### config.mk
export PLATFORM = sky130hd
export DESIGN_NAME = block_sum_engine
export DESIGN_NICKNAME = d
export VERILOG_FILES = /design/src/rtl/mem_pkg.sv /design/src/rtl/block_sum_engine.sv
export SDC_FILE = /design/constraint.sdc
export NUM_CORES = 1
export LEC_CHECK = 0
export BUFFER_PORTS_ARGS = -buffer_cell sky130_fd_sc_hd__buf_2
export CORE_ASPECT_RATIO = 1.25
export CORE_MARGIN = 4
export CORE_UTILIZATION = 40
export DETAILED_ROUTE_END_ITERATION = 10
export PLACE_DENSITY = 0.65
export SKIP_CTS_REPAIR_TIMING = 1
export SLEW_MARGIN = 20
export SYNTH_ARGS = -nofsm -noshare
export SYNTH_HDL_FRONTEND = slang
export SYNTH_SLANG_ARGS = --single-unit
### constraint.sdc
create_clock -name i_clk -period 6.85 [get_ports i_clk]
set_clock_uncertainty 0.15 [all_clocks]
set_input_delay 1.37 -clock i_clk [delete_from_list [all_inputs] [get_ports i_clk]]
set_output_delay 1.37 -clock i_clk [all_outputs]
set_load 0.02 [all_outputs]
### src/rtl/mem_pkg.sv
////////////////////////////////////////////////////////////////////////////
// Shared widths, APB address map and FSM state types for the APB memory
// block with its summing engine. Modules import it inside their bodies
// and use scoped names in their port lists.
////////////////////////////////////////////////////////////////////////////

package mem_pkg;

   localparam int DATA_W      = 32;  // Data word width
   localparam int PADDR_W     = 12;  // APB byte address width
   localparam int ADDR_W      = 8;   // RAM word address, 256 words
   localparam int REG_SEL_BIT = 11;  // Set selects registers, clear selects memory

   // Register map, upper half of the APB window
   localparam logic [PADDR_W-1:0] REG_BASE = 12'h800;  // Start word address
   localparam logic [PADDR_W-1:0] REG_LEN  = 12'h804;  // Word count, 0 to 256
   localparam logic [PADDR_W-1:0] REG_CTRL = 12'h808;  // W bit0 start, R bit0 busy
   localparam logic [PADDR_W-1:0] REG_SUM  = 12'h80C;  // Last sum, read only

   // APB slave FSM
   typedef enum logic [1:0] {
      APB_IDLE,      // Waiting for a setup phase
      APB_MEM_WAIT,  // Memory access held or read in flight
      APB_MEM_DONE,  // Response cycle, register transfers use it too
      APB_ERR        // Response cycle with slave error
   } apb_state_t;

   // Summing engine FSM
   typedef enum logic [1:0] {
      SUM_IDLE,
      SUM_RUN,    // One RAM read per cycle
      SUM_DRAIN   // Wait for reads in flight
   } sum_state_t;

   // RAM read latency, one cycle more with the output register
   function automatic int read_lat(input int out_reg);
      return (out_reg != 0) ? 2 : 1;
   endfunction

endpackage

### src/rtl/block_sum_engine.sv
////////////////////////////////////////////////////////////////////////////
// Summing engine. On an accepted start it reads LEN words from BASE, one
// per cycle, and adds them modulo 2^32. Busy falls once the last word has
// been added, so the sum is final when busy reads low.
////////////////////////////////////////////////////////////////////////////

`timescale 1ns/1ps

module block_sum_engine #(
   parameter int ADDR_W  = mem_pkg::ADDR_W,
   parameter int OUT_REG = 1
) (
   input  logic                       i_clk,
   input  logic                       i_rst,
   input  logic                       i_start,  // Ignored while busy
   input  logic [ADDR_W-1:0]          i_base,
   input  logic [ADDR_W:0]            i_len,
   input  logic [mem_pkg::DATA_W-1:0] i_rdata,  // RAM read data
   output logic                       o_req,    // RAM read request
   output logic [ADDR_W-1:0]          o_addr,
   output logic                       o_busy,
   output logic [mem_pkg::DATA_W-1:0] o_sum
);
   import mem_pkg::*;

   localparam int READ_LAT = read_lat(OUT_REG);

   sum_state_t          state;
   logic [ADDR_W-1:0]   addr_q;    // Next read address
   logic [ADDR_W:0]     remain;    // Reads still to issue
   logic [READ_LAT-1:0] vld_sr;    // One bit per read in flight
   logic [READ_LAT-1:0] vld_next;
   logic [DATA_W-1:0]   acc;

   assign o_req    = (state == SUM_RUN);
   assign vld_next = (vld_sr << 1) | READ_LAT'(o_req);

   always_ff @(posedge i_clk) begin
      if (i_rst) begin
         state  <= SUM_IDLE;
         addr_q <= '0;
         remain <= '0;
         vld_sr <= '0;
         acc    <= '0;
      end else begin
         vld_sr <= vld_next;
         // Last stage lines up with the RAM data
         if (vld_sr[READ_LAT-1]) acc <= acc + i_rdata;

         case (state)
            SUM_IDLE: begin
               if (i_start) begin
                  acc    <= '0;
                  addr_q <= i_base;
                  remain <= i_len;
                  // Zero length still shows busy for one cycle
                  state  <= (i_len == '0) ? SUM_DRAIN : SUM_RUN;
               end
            end
            SUM_RUN: begin
               addr_q <= addr_q + 1'b1;
               remain <= remain - 1'b1;
               if (remain == (ADDR_W+1)'(1)) state <= SUM_DRAIN;
            end
            SUM_DRAIN: begin
               // Done once only the word added this cycle was left
               if (vld_next == '0) state <= SUM_IDLE;
            end
            default: state <= SUM_IDLE;
         endcase
      end
   end

   assign o_addr = addr_q;
   assign o_busy = (state != SUM_IDLE);
   assign o_sum  = acc;  // Partial while busy

endmodule

== After elaboration in Yosys (flattened, before gate mapping) ==
Index checks and enable logic that the tools add are counted.

* Add/subtract/negate cells: 3
* Multiply operators: 0
* Divide/modulo/power cells: 0
* Magnitude comparators: 0
* Equality and inequality tests: 6
* Shift operators: 0
* Muxes and demuxes: 12
* Bitwise gates (word level): 1
* Reductions and logical operators: 7

{| class="wikitable"
|+ Operators by type and width
! operator !! number
|-
| $mux 32 || 3
|-
| $add 32x32->32 || 1
|-
| $pmux 9 s2 || 1
|-
| $pmux 8 s2 || 1
|-
| $eq 9x1->1 const B || 1
|-
| $logic_not 9->1 || 1
|-
| $mux 9 || 1
|-
| $sub 9x1->9 const B || 1
|-
| $add 8x1->8 const B || 1
|-
| $mux 2 || 4
|-
| $mux 8 || 1
|-
| $pmux 2 s3 || 1
|-
| $logic_not 2->1 || 2
|-
| $ne 2x2->1 const B || 2
|-
| $reduce_bool 2->1 || 2
|-
| $reduce_and 3->1 || 1
|-
| $eq 2x1->1 const B || 1
|-
| $eq 2x2->1 const B || 1
|-
| $ne 2x1->1 const B || 1
|-
| $or 2x1->2 || 1
|-
| $reduce_and 2->1 || 1
|}

* Register bits: 53
* Latch bits: 0
* RAM bits: 0
* Bits in read-only memories: 0
* Input port bits: 52
* Output and inout bits: 42
* Memories kept: 0

== Logic depth before layout (Yosys ltp) ==
* Depth after elaboration: 5
* Mapped depth: 11

== Least setup slack after synthesis ==
No wires, ideal clock.

* Path kind: input to register
* From: input i_rdata[0] (netlist name)
* To: register acc[30], in the netlist o_sum[30]
* Data arrival time: 3.533 ns
* Required time: 6.581 ns
* Slack: 3.048 ns
* Stages: 11
* Path buffers: 0
* Path through: ha_1 > fa_1 > a21o_1 > a21boi_0 > o211ai_1 > a21oi_2 > o21bai_1 > o31a_1 > a211oi_2 > xor2_1 > o21ai_1

* Word-level cells in the longest chain between the ends: 4

{| class="wikitable"
|+ Ends and longest elaborated chain
! item !! line !! source
|-
| start: declaration || block_sum_engine.sv:18 || <nowiki>input logic [mem_pkg::DATA_W-1:0] i_rdata,</nowiki>
|-
| $add 32x32->32 (*) || block_sum_engine.sv:48 || <nowiki>if (vld_sr[READ_LAT-1]) acc <= acc + i_rdata;</nowiki>
|-
| $mux 32 (*) || block_sum_engine.sv:48 ||
|-
| $mux 32 || block_sum_engine.sv:52 || <nowiki>if (i_start) begin</nowiki>
|-
| $mux 32 (*) || block_sum_engine.sv:50 || <nowiki>case (state)</nowiki>
|-
| end signal: assignment || block_sum_engine.sv:48 ||
|-
| end: declaration || block_sum_engine.sv:33 || <nowiki>logic [DATA_W-1:0] acc;</nowiki>
|}

Every way passes the cells marked *; elsewhere a longest branch is shown, timed or not.
A chain may end at the register's enable or synchronous reset.

== Worst setup path in the final report ==
Same ends and word-level chain as after synthesis.

==> run metrics <==
Die Ht=119.2 um; number of diodes=0; EDFF count, synth=0; Synth Instances=495; post-route antenna net violation count=0; Startpoint Class=input pin; CTS tree=done; starting density of the core=40.93%; Max Root-Sink Buffers=2; Die ar.=11550 sq um; RSZ-0062 raised after global routing=false; fillers=951; Syn Area/Cell=7.987 sq um; core area=9659 sq um; crit-path cells=buf_2 > ha_1 > fa_1 > a21o_1 > a21boi_0 > o211ai_1 > a21oi_2 > o21bai_1 > o31a_1 > a211oi_2 > xor2_1 > o21ai_1; worst r2r dst=o_sum[30]; post-synthesis sequential area ratio=26.84%; WL/cell=14.63 um; share of layout cells above drive strength 1=20.56%; Pwr Density=185.3 nW/um^2; Max stage delay on crit path=0.41 ns; Worst Hold Path EP=vld_sr[1]; syn_nets=582; nets=662; routed vias/inst=5.429; final setup TNS=0 ns; Synth cell types=64; most frequent cell after synthesis=nor2_1; most frequent cells after synthesis=nor2_1 (60), dfxtp_1 (53), a21oi_1 (46); endpoints failing hold=0; Synth area leaders=dfxtp_1 (27%), ha_1 (11%), a21oi_1 (5.8%); Die W=96.93 um; final WL=10.24 mm; Seq. cell area=1061 sq um; H-tree depth=2; routability cong.=0.9652; largest net degree at the start of global routing=36; post-route setup slack=2.973 ns; footprint of the multi-input gates=2723 sq um; Hold Path Stages=1; Yosys reg bits=53; Clock Sinks=53; Most used DFF post-synth=dfxtp_1; Slowest-stage cell, CP=fa_1; Max Cap Viol=0; First DRT Iteration DRCs=157; Core Rows=40; reg-to-reg setup timing slack=3.84 ns; Max VDD drop=0.1055 mV; Fmax achieved=257.9 MHz; Hold Crit Start=vld_sr[0]; top cell type's share of synthesized area=26.84%; yosys warns=0; worst min-delay path class=reg -> reg; initial antenna violation count=0; crit path max fanout=3; CP required=6.89 ns; gr usage total=17.49%; Worst-path clk slew=0.07 ns; Remaining DRCs=0; gr ovfl total=0; final instance area=4597 sq um; Place WS=2.679 ns; first-pass GRT wire length=17.11 mm; Register-to-Register Path Depth=11; total CTS buffers=5; Critical Path Sink Type=flip-flop; Worst Max-Slew Pin Slew=1.022 ns; outcome=finished, final reports clean; static leakage=2.103 nW; 1st-pass router iterations=4; area post-placement=4467 sq um; port bufs=93; Setup CP Type=in -> reg; RR Startpoint=o_sum[0]; data arrival time of the critical path=3.91 ns; Pins Over Slew Limit=0; fin crit share=56.60%; io pins=94; Post-Syn Area=3954 sq um; via count=3800; headroom to the max-slew limit=31.64%; Root Buffer Master=clkbuf_16; Finish-stage setup viols=0; P&R area growth vs syn=16.27%; vias in the first global route=3661; hpwl dp=7.825 mm; clock latency on the worst-skew pair=0.30 ns; fraction of registers with async set/reset=0%; Yosys top cell by area=dfxtp_1; Min Clock Period, post-route=3.877 ns
==> cell type report <==
cell class | count | share of cell area (%)
multi-input cells | 407 | 59.23
flip-flops and latches | 53 | 23.08
repair buffers | 94 | 10.29
well taps | 126 | 3.429
clock buffers | 5 | 2.722
inverters | 14 | 1.143
clock inverters | 1 | 0.1089
==> critical path: cells and delay by family <==
family	cells	cell delay (ns)
XOR/XNOR	1	0.17
AO/OA/AOI/OAI	8	1.65
adder cells (fa/ha/maj)	2	0.62
buffers and inverters	1	0.10
==> worst max-delay path by stage <==
stage / from / end / slack, ns / cells past startpoint
2_1_floorplan: i_rdata[0] / o_sum[30] / 3.05 / 11
3_3_place_gp: i_rdata[0] / o_sum[30] / 2.72 / 12
3_5_place_dp: i_rdata[0] / o_sum[30] / 2.68 / 12
4_1_cts: i_rdata[0] / o_sum[30] / 2.98 / 12
5_1_grt: i_rdata[0] / o_sum[26] / 2.76 / 12
6_report: i_rdata[0] / o_sum[30] / 2.97 / 12
==> cell usage in the layout (no fill, tap or decap), types with 7 or more instances in the layout <==
master / netlist / final
a211oi_1: 19 / 19
a21o_1: 14 / 14
a21oi_1: 46 / 46
a31oi_1: 8 / 8
buf_2: 0 / 93
dfxtp_1: 53 / 53
ha_1: 34 / 34
inv_1: 13 / 13
mux2i_1: 23 / 23
nand2_1: 44 / 44
nand3_1: 15 / 15
nor2_1: 60 / 60
nor3_1: 14 / 14
o21ai_0: 19 / 19
o21bai_1: 7 / 7
xnor2_1: 18 / 18
xor2_1: 11 / 11
==> power breakdown <==
| part | internal, mW | total, mW | switching (mW) |
|---|---|---|---|
| Sequential | 0.332 | 0.361 | 0.0292 |
| Clock | 0.131 | 0.248 | 0.116 |
| Combinational | 0.0972 | 0.243 | 0.146 |
| Total | 0.561 | 0.852 | 0.291 |
==> registers in the layout, summed over array words and instances (netlist names) <==
register / count
o_sum: 32
remain: 9
o_addr: 8
state: 2
vld_sr: 2
==> cells by family after synthesis <==
group           synth area share, %
buf+inv                       4.304
simple gates                  20.82
flops                         26.84
fa+ha+maj                     11.27
xor+xnor                      6.424
compound gates                24.53
mux                           5.823
==> per-stage QoR <==
| step | power (mW) | hold slack, ns | cells | util (%) |
|---|---|---|---|---|
| detailed placement | 0.6108 | 0.3133 | 694 | 46.24 |
| finish | 0.8518 | 0.3211 | 700 | 47.59 |
| floorplan | 0.5431 | 0.2885 | 495 | - |
| global placement | 0.6067 | 0.3092 | 694 | 46.24 |
| CTS | 0.8600 | 0.3230 | 700 | 47.59 |
| global route | 0.9036 | 0.3413 | 700 | 47.59 |
==> layer usage <==
layer	track usage (%)	vias up	wire length, um
li1	-	1953	-
met1	20.53	1732	4408
met2	30.96	103	5057
met3	4.335	12	596
met4	5.795	0	179
met5	0	-	0
Power figures use the tool's default switching activity.
