==> config.mk <==
export PLATFORM = sky130hd
export DESIGN_NAME = apb_mem_slave
export DESIGN_NICKNAME = d
export VERILOG_FILES = /design/src/rtl/mem_pkg.sv /design/src/rtl/apb_mem_slave.sv
export SDC_FILE = /design/constraint.sdc
export NUM_CORES = 1
export LEC_CHECK = 0
export ABC_CLOCK_PERIOD_IN_PS = 5560
export BUFFER_PORTS_ARGS = -buffer_cell sky130_fd_sc_hd__buf_2
export CORE_ASPECT_RATIO = 0.8
export CORE_MARGIN = 8
export CORE_UTILIZATION = 31
export DETAILED_ROUTE_END_ITERATION = 10
export PLACE_DENSITY = 0.66
export SKIP_LAST_GASP = 1
export SYNTH_ARGS = -nofsm -noshare
export SYNTH_HDL_FRONTEND = slang
export SYNTH_SLANG_ARGS = --single-unit
==> constraint.sdc <==
create_clock -name i_clk -period 5.56 [get_ports i_clk]
set_input_delay 0.278 -clock i_clk [delete_from_list [all_inputs] [get_ports i_clk]]
set_output_delay 0.278 -clock i_clk [all_outputs]
set_load 0.02 [all_outputs]
==> src/rtl/mem_pkg.sv <==
////////////////////////////////////////////////////////////////////////////
// Shared widths, APB address map and FSM state types for the APB memory
// block with its summing engine. Modules import it inside their bodies
// and use scoped names in their port lists.
////////////////////////////////////////////////////////////////////////////

package mem_pkg;

   localparam int DATA_W      = 32;  // Data word width
   localparam int PADDR_W     = 12;  // APB byte address width
   localparam int ADDR_W      = 8;   // RAM word address, 256 words
   localparam int REG_SEL_BIT = 11;  // Set selects registers, clear selects memory

   // Register map, upper half of the APB window
   localparam logic [PADDR_W-1:0] REG_BASE = 12'h800;  // Start word address
   localparam logic [PADDR_W-1:0] REG_LEN  = 12'h804;  // Word count, 0 to 256
   localparam logic [PADDR_W-1:0] REG_CTRL = 12'h808;  // W bit0 start, R bit0 busy
   localparam logic [PADDR_W-1:0] REG_SUM  = 12'h80C;  // Last sum, read only

   // APB slave FSM
   typedef enum logic [1:0] {
      APB_IDLE,      // Waiting for a setup phase
      APB_MEM_WAIT,  // Memory access held or read in flight
      APB_MEM_DONE,  // Response cycle, register transfers use it too
      APB_ERR        // Response cycle with slave error
   } apb_state_t;

   // Summing engine FSM
   typedef enum logic [1:0] {
      SUM_IDLE,
      SUM_RUN,    // One RAM read per cycle
      SUM_DRAIN   // Wait for reads in flight
   } sum_state_t;

   // RAM read latency, one cycle more with the output register
   function automatic int read_lat(input int out_reg);
      return (out_reg != 0) ? 2 : 1;
   endfunction

endpackage

==> src/rtl/apb_mem_slave.sv <==
////////////////////////////////////////////////////////////////////////////
// APB3 slave for the memory block. Bit 11 of the address picks registers
// or RAM words. Holds BASE and LEN, checks the range before it pulses the
// engine start, and hands the RAM port to the engine while it is busy.
////////////////////////////////////////////////////////////////////////////

`timescale 1ns/1ps

module apb_mem_slave #(
   parameter int ADDR_W  = mem_pkg::ADDR_W,
   parameter int OUT_REG = 1
) (
   input  logic                        i_clk,
   input  logic                        i_rst,
   // APB side
   input  logic                        i_psel,
   input  logic                        i_penable,
   input  logic                        i_pwrite,
   input  logic [mem_pkg::PADDR_W-1:0] i_paddr,
   input  logic [mem_pkg::DATA_W-1:0]  i_pwdata,
   output logic                        o_pready,
   output logic [mem_pkg::DATA_W-1:0]  o_prdata,
   output logic                        o_pslverr,
   // RAM port
   output logic                        o_ram_en,
   output logic                        o_ram_we,
   output logic [ADDR_W-1:0]           o_ram_addr,
   output logic [mem_pkg::DATA_W-1:0]  o_ram_wdata,
   input  logic [mem_pkg::DATA_W-1:0]  i_ram_rdata,
   // Summing engine
   input  logic                        i_eng_req,
   input  logic [ADDR_W-1:0]           i_eng_addr,
   input  logic                        i_eng_busy,
   input  logic [mem_pkg::DATA_W-1:0]  i_eng_sum,
   output logic                        o_start,
   output logic [ADDR_W-1:0]           o_base,
   output logic [ADDR_W:0]             o_len
);
   import mem_pkg::*;

   localparam int READ_LAT = read_lat(OUT_REG);
   localparam logic [ADDR_W+1:0] DEPTH = (ADDR_W+2)'(2**ADDR_W);  // Words in RAM

   apb_state_t        state;
   logic              apb_setup;    // Setup phase of a new transfer
   logic              is_reg;       // Register half of the map
   logic              mem_q;        // Current transfer targets RAM
   logic              wr_q;         // Current transfer is a write
   logic [1:0]        lat_cnt;      // Cycles since the RAM read was issued
   logic [ADDR_W-1:0] addr_q;       // RAM word index
   logic [DATA_W-1:0] wdata_q;
   logic [DATA_W-1:0] reg_rdata_q;  // Register read value, taken at setup
   logic [ADDR_W-1:0] base_q;
   logic [ADDR_W:0]   len_q;
   logic [ADDR_W+1:0] range_end;    // BASE + LEN, one bit wider
   logic              range_bad;
   logic              start_req;    // CTRL write with bit 0 set
   logic [DATA_W-1:0] reg_val;
   logic              reg_err;
   logic              bus_en;
   logic              bus_we;

   assign apb_setup = i_psel && !i_penable;
   assign is_reg    = i_paddr[REG_SEL_BIT];
   assign range_end = {2'b00, base_q} + {1'b0, len_q};
   assign range_bad = range_end > DEPTH;
   assign start_req = i_pwrite && i_pwdata[0];

   // Register decode, read value and error for the address on the bus
   always_comb begin
      reg_val = '0;
      reg_err = 1'b0;
      case (i_paddr)
         REG_BASE: reg_val = DATA_W'(base_q);
         REG_LEN:  reg_val = DATA_W'(len_q);
         REG_CTRL: begin
            reg_val = DATA_W'(i_eng_busy);
            reg_err = start_req && range_bad;  // Refuse a start past the end
         end
         REG_SUM: begin
            reg_val = i_eng_sum;
            reg_err = i_pwrite;  // Read only
         end
         default: reg_err = 1'b1;  // Unmapped
      endcase
   end

   // Transfer FSM and control registers
   always_ff @(posedge i_clk) begin
      if (i_rst) begin
         state   <= APB_IDLE;
         mem_q   <= 1'b0;
         wr_q    <= 1'b0;
         lat_cnt <= '0;
         base_q  <= '0;
         len_q   <= '0;
         o_start <= 1'b0;
      end else begin
         o_start <= 1'b0;  // Single cycle pulse
         case (state)
            APB_IDLE: begin
               if (apb_setup) begin
                  mem_q   <= !is_reg;
                  wr_q    <= i_pwrite;
                  lat_cnt <= '0;
                  if (is_reg) begin
                     if (reg_err) begin
                        state <= APB_ERR;
                     end else begin
                        state <= APB_MEM_DONE;  // Zero wait states
                        if (i_paddr == REG_BASE && i_pwrite) base_q <= i_pwdata[ADDR_W-1:0];
                        if (i_paddr == REG_LEN && i_pwrite) len_q <= i_pwdata[ADDR_W:0];
                        if (i_paddr == REG_CTRL) o_start <= start_req;
                     end
                  end else if (i_pwrite && !i_eng_busy) begin
                     state <= APB_MEM_DONE;  // Write lands in the access cycle
                  end else begin
                     state <= APB_MEM_WAIT;
                  end
               end
            end
            APB_MEM_WAIT: begin
               if (wr_q) begin
                  if (!i_eng_busy) state <= APB_MEM_DONE;
               end else if (lat_cnt != 2'd0 || !i_eng_busy) begin
                  // Read issued or in flight
                  lat_cnt <= lat_cnt + 2'd1;
                  if (lat_cnt + 2'd1 == 2'(READ_LAT)) state <= APB_MEM_DONE;
               end
            end
            APB_MEM_DONE: state <= APB_IDLE;
            APB_ERR:      state <= APB_IDLE;
            default:      state <= APB_IDLE;
         endcase
      end
   end

   // Transfer payload, captured at setup
   always_ff @(posedge i_clk) begin
      if (state == APB_IDLE && apb_setup) begin
         addr_q      <= i_paddr[ADDR_W+1:2];
         wdata_q     <= i_pwdata;
         reg_rdata_q <= reg_val;
      end
   end

   // Bus side RAM request
   assign bus_we = (state == APB_MEM_DONE) && mem_q && wr_q;
   assign bus_en = bus_we
                 || ((state == APB_MEM_WAIT) && !wr_q && (lat_cnt == 2'd0) && !i_eng_busy);

   // Engine owns the port while busy
   assign o_ram_en    = i_eng_busy ? i_eng_req : bus_en;
   assign o_ram_we    = i_eng_busy ? 1'b0 : bus_we;
   assign o_ram_addr  = i_eng_busy ? i_eng_addr : addr_q;
   assign o_ram_wdata = wdata_q;

   assign o_pready  = (state == APB_MEM_DONE) || (state == APB_ERR);
   assign o_pslverr = (state == APB_ERR);
   assign o_prdata  = mem_q ? i_ram_rdata : reg_rdata_q;  // RAM data valid with pready

   assign o_base = base_q;
   assign o_len  = len_q;

endmodule

=== After elaboration in Yosys (flattened, before gate mapping) ===
Cells that the tools add are included.

* Output and inout port bits: 94
* Bits in registers: 96

* $lt $le $gt $ge: 1
* Eq/ne operators: 14
* Add/sub/neg operators: 2
* Mux-type cells: 19
* Bitwise operators: 5
* Reductions and logical operators: 31

{| class="wikitable"
|+ Operators by type and width
! cell !! number
|-
| one-hot mux 32 bit (4 select lines) || 1
|-
| == test 12 bit (second input constant) || 4
|-
| two-way mux 32 bit || 1
|-
| two-way mux 2 bit || 10
|-
| logical AND 1 bit || 12
|-
| adder 8 x 9 -> 10 bit || 1
|-
| greater-than comparator 10 x 9 -> 1 bit (second input constant) || 1
|-
| AND reduction 5 bit || 2
|-
| != test 3 bit (second input constant) || 3
|-
| two-way mux 8 bit || 1
|-
| AND reduction 4 bit || 2
|-
| == test 2 bit (second input constant) || 3
|-
| != test 2 bit (second input constant) || 3
|-
| one-hot mux 2 bit (3 select lines) || 1
|-
| OR reduction 6 bit || 1
|-
| inverter 1 bit || 5
|-
| zero test 1 bit || 4
|-
| zero test 2 bit || 2
|-
| one-hot mux 2 bit (2 select lines) || 1
|-
| nonzero test 2 bit || 2
|-
| OR reduction 2 bit || 2
|-
| logical OR 1 bit || 3
|-
| two-way mux 1 bit || 3
|-
| one-hot mux 1 bit (3 select lines) || 1
|-
| 3 further kinds || 3
|}

=== Longest topological paths before layout ===
Gate-level depths: netlist of run 1.

* Depth in word-level cells: 8
* Mapped depth: 9
* Depth with buffers taken out: 9

=== Worst setup path after synthesis of run 1 ===
No wires, ideal clock.

* Path type: input-to-reg
* From: input port i_penable
* To: register base_q[1] (netlist: o_base[1])
* Arrival time: 3.360 ns
* Setup slack: 2.068 ns
* Stages: 8
* Required time: 5.428 ns
* Library setup time: 0.132 ns
* Path through: nand2b_1 or3_1 inv_1 nand2_1 or4_4 buf_6 nand2_1 a21oi_1

* Word-level cells in the longest chain between the ends: 3

{| class="wikitable"
|+ RTL lines
! element !! RTL line !! RTL
|-
| from (decl) || apb_mem_slave.sv:17 || <nowiki>input logic i_penable,</nowiki>
|-
| zero test 1 bit || apb_mem_slave.sv:63 || <nowiki>assign apb_setup = i_psel && !i_penable;</nowiki>
|-
| logical AND 1 bit || apb_mem_slave.sv:63 ||
|-
| AND reduction 5 bit (no source line) || - ||
|-
| to (signal assigned) || apb_mem_slave.sv:111 || <nowiki>if (i_paddr == REG_BASE && i_pwrite) base_q <= i_pwdata[ADDR_W-1:0];</nowiki>
|-
| to (decl) || apb_mem_slave.sv:53 || <nowiki>logic [ADDR_W-1:0] base_q;</nowiki>
|}

No other way between the ends.
A chain may end at the register's enable or synchronous reset.

=== Final worst setup path of run 1 ===
* From: register base_q[0] (netlist: o_base[0])
* To: register state[0]

* Word-level cells in the longest chain between the ends: 8

{| class="wikitable"
|+ RTL lines
! element !! RTL line !! RTL
|-
| adder 8 x 9 -> 10 bit || apb_mem_slave.sv:65 || <nowiki>assign range_end = {2'b00, base_q} + {1'b0, len_q};</nowiki>
|-
| greater-than comparator 10 x 9 -> 1 bit || apb_mem_slave.sv:66 || <nowiki>assign range_bad = range_end > DEPTH;</nowiki>
|-
| logical AND 1 bit || apb_mem_slave.sv:78 || <nowiki>reg_err = start_req && range_bad;</nowiki>
|-
| one-hot mux 1 bit (3 select lines) || apb_mem_slave.sv:73 || <nowiki>case (i_paddr)</nowiki>
|-
| two-way mux 1 bit || apb_mem_slave.sv:107 || <nowiki>if (reg_err) begin</nowiki>
|-
| two-way mux 2 bit || apb_mem_slave.sv:106 || <nowiki>if (is_reg) begin</nowiki>
|-
| two-way mux 2 bit || apb_mem_slave.sv:102 || <nowiki>if (apb_setup) begin</nowiki>
|-
| one-hot mux 2 bit (3 select lines) || apb_mem_slave.sv:100 || <nowiki>case (state)</nowiki>
|-
| to (signal assigned) || apb_mem_slave.sv:108 || <nowiki>state <= APB_ERR;</nowiki>
|-
| to (signal assigned) || apb_mem_slave.sv:110 || <nowiki>state <= APB_MEM_DONE;</nowiki>
|-
| to (signal assigned) || apb_mem_slave.sv:116 || <nowiki>state <= APB_MEM_DONE;</nowiki>
|-
| to (decl) || apb_mem_slave.sv:44 || <nowiki>apb_state_t state;</nowiki>
|}

No other way between the ends. The select of a mux whose other input is x is not followed.

==> flow_summary.toml, run 1 <==
[run_status]
status = "completed"

[power_and_ir_drop]
swShare = 0.238
internal_power_w = 0.00128
power_switching_w = 0.000400
p_leak_nw = 2.58
cellPowerDensity_nw_per_um2 = 275
pwr-share-comb = 0.122
peakVddDrop_mv = 0.189
power_frac_seq = 0.486
p_clk_frac = 0.392

[critical_path]
cp_max_fo = 4
worstPathCellList = "ha_1, inv_1, fa_1, nor2b_1, o21ai_0, and3_1, a2111oi_0, nand3_1, a31o_1"
startpoint = "o_base[0]$_SDFFE_PP0P_"
critical-path-top-delay-family = "compound AO/OA/AOI/OAI gates"
critPathKind = "reg -> reg"
cp_slowest_stage_delay_ps = 720
end_kind = "flip-flop"
r2r-start = "o_base[0]$_SDFFE_PP0P_"
cp_data_arrival_time_ps = 3060
worstPathRequired_ps = 5800
path_buf_inv = 1
slowest_stage = "a2111oi_0"
worstSetupStartpointType = "flip-flop"

[clock_tree]
cts_tree = "yes"
hold_buffers = 0
clk_pin_slew_ps = 70
postCtsSetupRepairBufs = 0
cts_root_buf = "clkbuf_16"
clk_latency_ps = 340
htreeDepth = 3
clockBufferDepth = 2
cts.sinks = 96
cts_resized = 0
numCtsBuffers = 9

[timing]
clock_skew_ps = 7.47
setup_viol = 0
rsz0062_at_grt = "false"
finalSetupTns_ps = 0
hold_ws_ps = 110
fin_crit_ps = 2830
finalHoldViolCount = 0
max_freq_mhz = 354
drv_slew = 0
slew_headroom = 0.299
post-route-period-util = 0.508
max_slew.worst_pin.slew_ps = 1050

[detailed_routing]
wirelength_um = 13600
viasPerCell = 4.77
antenna_left = 0
drcViolationCount = 0
vias = 3658
drt-initial-drc-count = 193
drt_pass1_iterations = 4
wl_per_cell_um = 17.7

[run]
drv_cap = 0

[synthesis]
synth_fp_nets = 501
synth_warnings = 0
synth-edff-count = 72
synth_flop_cell = "edfxtp_1"
synth_area_per_cell_um2 = 12.4
seq_area_frac_synth = 0.581
syn-cell-area_um2 = 4550
synth_cells = 367
async_reset_ff_frac = 0
yosys.cell_types.count = 43
ys_ff_latch = 96

[die]
ios = 217
die_x_um = 151
die_h_um = 124
start_util = 0.318
fp.dieArea_um2 = 18800
core_area_um2 = 14300
core.rowCount = 39

[global_routing]
grt_pass1_vias = 3793
grt_start_max_net_pins = 75
grt_overflow = 0
grt_use_total = 0.138
grt_pass1_wl_um = 20300
antenna_found_initial = 1

[worst_hold_path]
min_path_type = "in -> reg"
hp-start = "i_pwdata[24]"

[placement]
place.gp.congestion = 0.889
numPortBuffers = 216
dp_hpwl_um = 10500
dpl.cell_count = 751

[cells_and_area]
layout_common_cells = "buf_2 (216), edfxtp_1 (72), mux2_2 (47)"
area_delta_synth_final_pct = 34.4
nets = 712
instances_no_fill = 767
num_antenna_cells = 0
drive_above_1_share = 0.491
layout_commonest_cell = "buf_2"
fillCellCount = 1383
[power groups by stage]
stage	sequential (W)	clock [W]	combinational (W)
4_1_cts	0.000818	0.000693	0.000208
6_report	0.000817	0.000660	0.000205
2_1_floorplan	0.000840	0	0.000103
3_3_place_gp	0.000832	0	0.000205
5_1_grt	0.000821	0.000717	0.000221
3_5_place_dp	0.000834	0	0.000207
[worst register-to-register path, cell delays in order (launching register included)]
cell,delay (ps)
dfxtp_1,390
ha_1,210
inv_1,60
fa_1,370
nor2b_1,200
o21ai_0,160
and3_1,210
a2111oi_0,720
nand3_1,180
a31o_1,210
[cell families after synthesis]
logic type	share of synthesized area
compound gates	0.0707
mux	0.146
fa+ha+maj	0.0319
flops	0.581
simple gates	0.143
buf+inv	0.0275
[registers in the layout, indices dropped and copies added (netlist names)]
name / flops
addr_q: 8
lat_cnt: 2
mem_q: 1
o_base: 8
o_len: 9
o_ram_wdata: 32
o_start: 1
reg_rdata_q: 32
state: 2
wr_q: 1
[cells in the mapped netlist, drive strengths merged (2+ instances only)]
| master | n | share of area |
|---|---|---|
| a2111oi | 2 | 0.0039 |
| a211oi | 3 | 0.0050 |
| a21o | 2 | 0.0033 |
| a21oi | 18 | 0.020 |
| a22oi | 7 | 0.012 |
| and2 | 27 | 0.037 |
| and3 | 4 | 0.0055 |
| and3b | 2 | 0.0039 |
| buf | 6 | 0.0085 |
| clkbuf | 11 | 0.0091 |
| dfxtp | 24 | 0.11 |
| edfxtp | 72 | 0.48 |
| ha | 10 | 0.028 |
| inv | 12 | 0.0099 |
| mux2 | 47 | 0.12 |
| mux2i | 11 | 0.024 |
| nand2 | 25 | 0.021 |
| nand2b | 4 | 0.0055 |
| nand3 | 5 | 0.0055 |
| nand4b | 3 | 0.0058 |
| nor2 | 29 | 0.024 |
| nor2b | 4 | 0.0055 |
| nor3 | 4 | 0.0044 |
| nor3b | 2 | 0.0033 |
| nor4 | 2 | 0.0061 |
| o211ai | 2 | 0.0033 |
| o21ai | 11 | 0.012 |
| o22ai | 2 | 0.0028 |
| or3 | 3 | 0.0041 |
| or4 | 4 | 0.0083 |
[layout make-up]
cell class              count  area, um2  share of cell area
repair buffers            217       1090               0.178
clock buffers               9        225              0.0369
clock inverters             7       93.8              0.0154
flip-flops and latches     96       2640               0.433
well taps                 184        230              0.0377
inverters                  12       46.3             0.00758
multi-input cells         242       1780               0.292
[final timing paths]
kind                                             endpoint  slack [ps]  cells past startpoint
worst min register to register     o_base[0]$_SDFFE_PP0P_         510                      2
worst max register to register      state[0]$_SDFFE_PP0P_        2730                      9
worst min-delay path            o_ram_wdata[24]$_DFFE_PP_         110                      1
worst max-delay path                state[0]$_SDFFE_PP0P_        2730                      9
[layer usage]
layer | GRT usage | part of all wire | vias up
met5 | 0 | 0.00059 | -
met4 | 0.0372 | 0.012 | 2
met3 | 0.0599 | 0.13 | 17
met2 | 0.222 | 0.45 | 181
met1 | 0.163 | 0.41 | 1689
li1 | - | - | 1769
[per-stage QoR]
stage / utilization / cell area (um2) / power (W) / setup slack (ps)
global placement: 0.405 / 5790 / 0.00104 / 2900
floorplan: - / 4550 / 0.000943 / 2070
global route: 0.427 / 6110 / 0.00176 / 2620
finish: 0.427 / 6110 / 0.00168 / 2730
detailed placement: 0.405 / 5790 / 0.00104 / 2810
CTS: 0.427 / 6110 / 0.00172 / 2790
No activity file was read; power rests on OpenSTA's default activity.
==> run 2, diff against run 1 <==
--- a/config.mk
+++ b/config.mk
@@ -5,7 +5,7 @@
 export SDC_FILE = /design/constraint.sdc
 export NUM_CORES = 1
 export LEC_CHECK = 0
-export ABC_CLOCK_PERIOD_IN_PS = 5560
+export ABC_CLOCK_PERIOD_IN_PS = 2940
 export BUFFER_PORTS_ARGS = -buffer_cell sky130_fd_sc_hd__buf_2
 export CORE_ASPECT_RATIO = 0.8
 export CORE_MARGIN = 8
==> constraint.sdc (replaced) <==
create_clock -name i_clk -period 2.94 [get_ports i_clk]
set_input_delay 0.147 -clock i_clk [delete_from_list [all_inputs] [get_ports i_clk]]
set_output_delay 0.147 -clock i_clk [all_outputs]
set_load 0.02 [all_outputs]
==> flow_summary.toml, run 2 (same netlist as run 1, synthesis figures left out) <==
[run_status]
status = "completed"

[critical_path]
cp_slowest_stage_delay_ps = 600
startpoint = "o_base[0]$_SDFFE_PP0P_"
worstPathCellList = "ha_1, inv_1, fa_1, nor2b_1, o21ai_0, and3_1, a2111oi_0, nand3_1, a31o_1"
slowest_stage = "a2111oi_0"
cp_data_arrival_time_ps = 2910
rrSetupSlack_ps = 270
cp-endpoint = "state[0]$_SDFFE_PP0P_"
critPathKind = "reg -> reg"
end_kind = "flip-flop"
r2r-start = "o_base[0]$_SDFFE_PP0P_"
reg2regPathDepth = 9
r2r-end = "state[0]$_SDFFE_PP0P_"
worstPathRequired_ps = 3180
cp_max_fo = 4
worstSetupStartpointType = "flip-flop"

[clock_tree]
cts_tree = "yes"
clk_latency_ps = 340
numCtsBuffers = 9
cts.sinks = 96
cts_resized = 0
clk_pin_slew_ps = 70
cts_root_buf = "clkbuf_16"
clockBufferDepth = 2
htreeDepth = 3

[timing]
max_freq_mhz = 375
clock_skew_ps = 7.13
slew_headroom = 0.368
max_slew.worst_pin.slew_ps = 948
setup_ws_ps = 271
fin_crit_ps = 2670
hold_ws_ps = 27.1
rsz0062_at_grt = "false"
setup_viol = 0
drv_slew = 0
post-route-period-util = 0.908
finalSetupTns_ps = 0
finalHoldViolCount = 0

[cells_and_area]
seq_area_um2 = 2640
nets = 745
layout_common_cells = "buf_2 (216), edfxtp_1 (72), mux2_2 (47)"
fillCellCount = 1355
multi_input_area_um2 = 1780
area_delta_synth_final_pct = 40.5
layout_commonest_cell = "buf_2"
num_antenna_cells = 0
drive_above_1_share = 0.464

[die]
die_h_um = 124
start_util = 0.318
core.rowCount = 39
ios = 217
core_area_um2 = 14300
die_x_um = 151
fp.dieArea_um2 = 18800

[global_routing]
grt_pass1_vias = 4016
grt_start_max_net_pins = 75
grt_use_total = 0.143
grt_pass1_wl_um = 21200
grt_overflow = 0
antenna_found_initial = 1

[detailed_routing]
antenna_left = 0
viasPerCell = 4.81
drt-initial-drc-count = 286
vias = 3846
drcViolationCount = 0
wl_per_cell_um = 17.3
drt_pass1_iterations = 4
wirelength_um = 13900

[run]
drv_cap = 0

[placement]
numPortBuffers = 216
dp_hpwl_um = 10400
place.gp.congestion = 0.855
post-place-ws_ps = 333

[power_and_ir_drop]
peakVddDrop_mv = 0.287
cellPowerDensity_nw_per_um2 = 474
p_leak_nw = 2.68

[worst_hold_path]
min_path_type = "in -> reg"
worstHoldPathCells = 1
## run 2: worst min-delay path by stage
| stage | slack (ps) | endpoint | startpoint |
|---|---|---|---|
| after floorplan | 220 | mem_q$_SDFFE_PP0P_ | i_rst |
| after global placement | 320 | o_ram_wdata[13]$_DFFE_PP_ | i_pwdata[13] |
| after detailed placement | 330 | o_ram_wdata[20]$_DFFE_PP_ | i_pwdata[20] |
| after CTS | 2 | o_ram_wdata[2]$_DFFE_PP_ | i_pwdata[2] |
| after global routing | 2 | o_ram_wdata[3]$_DFFE_PP_ | i_pwdata[3] |
| final | 30 | o_ram_wdata[3]$_DFFE_PP_ | i_pwdata[3] |
## run 2: cell type report
type | instances | area share
clock inverter | 5 | 0.00529
clock buffer | 11 | 0.0364
multi-input combinational | 242 | 0.279
inverter | 12 | 0.00764
sequential | 96 | 0.414
tap | 184 | 0.0360
timing repair buffer | 250 | 0.222
## run 2: through the flow
stage                util  cell area [um2]  power (W)  instances
CTS                 0.446             6380    0.00308        799
global route        0.447             6390    0.00316        800
detailed placement  0.406             5800    0.00197        752
floorplan               -             4550    0.00178        367
finish              0.447             6390    0.00303        800
global placement    0.406             5800    0.00196        752
## run 2: critical path, delay by kind of cell (launching register included)
family,cells,cell delay [ps]
AO/OA/AOI/OAI,3,960
flip-flops,1,370
adder cells (fa/ha/maj),2,570
AND/OR/NAND/NOR,3,600
buffers and inverters,1,60
## run 2: repair_timing
| action | in CTS | in global routing |
|---|---|---|
| hold buffers | 31 | 1 |
| setup buffers | 0 | 0 |
| endpoints found under the hold margin | 31 | 1 |
| setup endpoints to repair | 0 | 0 |
## run 2: where the power goes
part / switching [W] / total [W] / internal [W]
Clock: 0.000489 / 0.00106 / 0.000573
Sequential: 0.0000319 / 0.00155 / 0.00151
Combinational: 0.000228 / 0.000422 / 0.000194
## run 2: metal layers
layer	track usage	wire length, um	vias up
li1	-	-	1834
met1	0.169	5680	1807
met2	0.234	6440	189
met3	0.0570	1620	14
met4	0.0389	122	2
met5	0	13	-
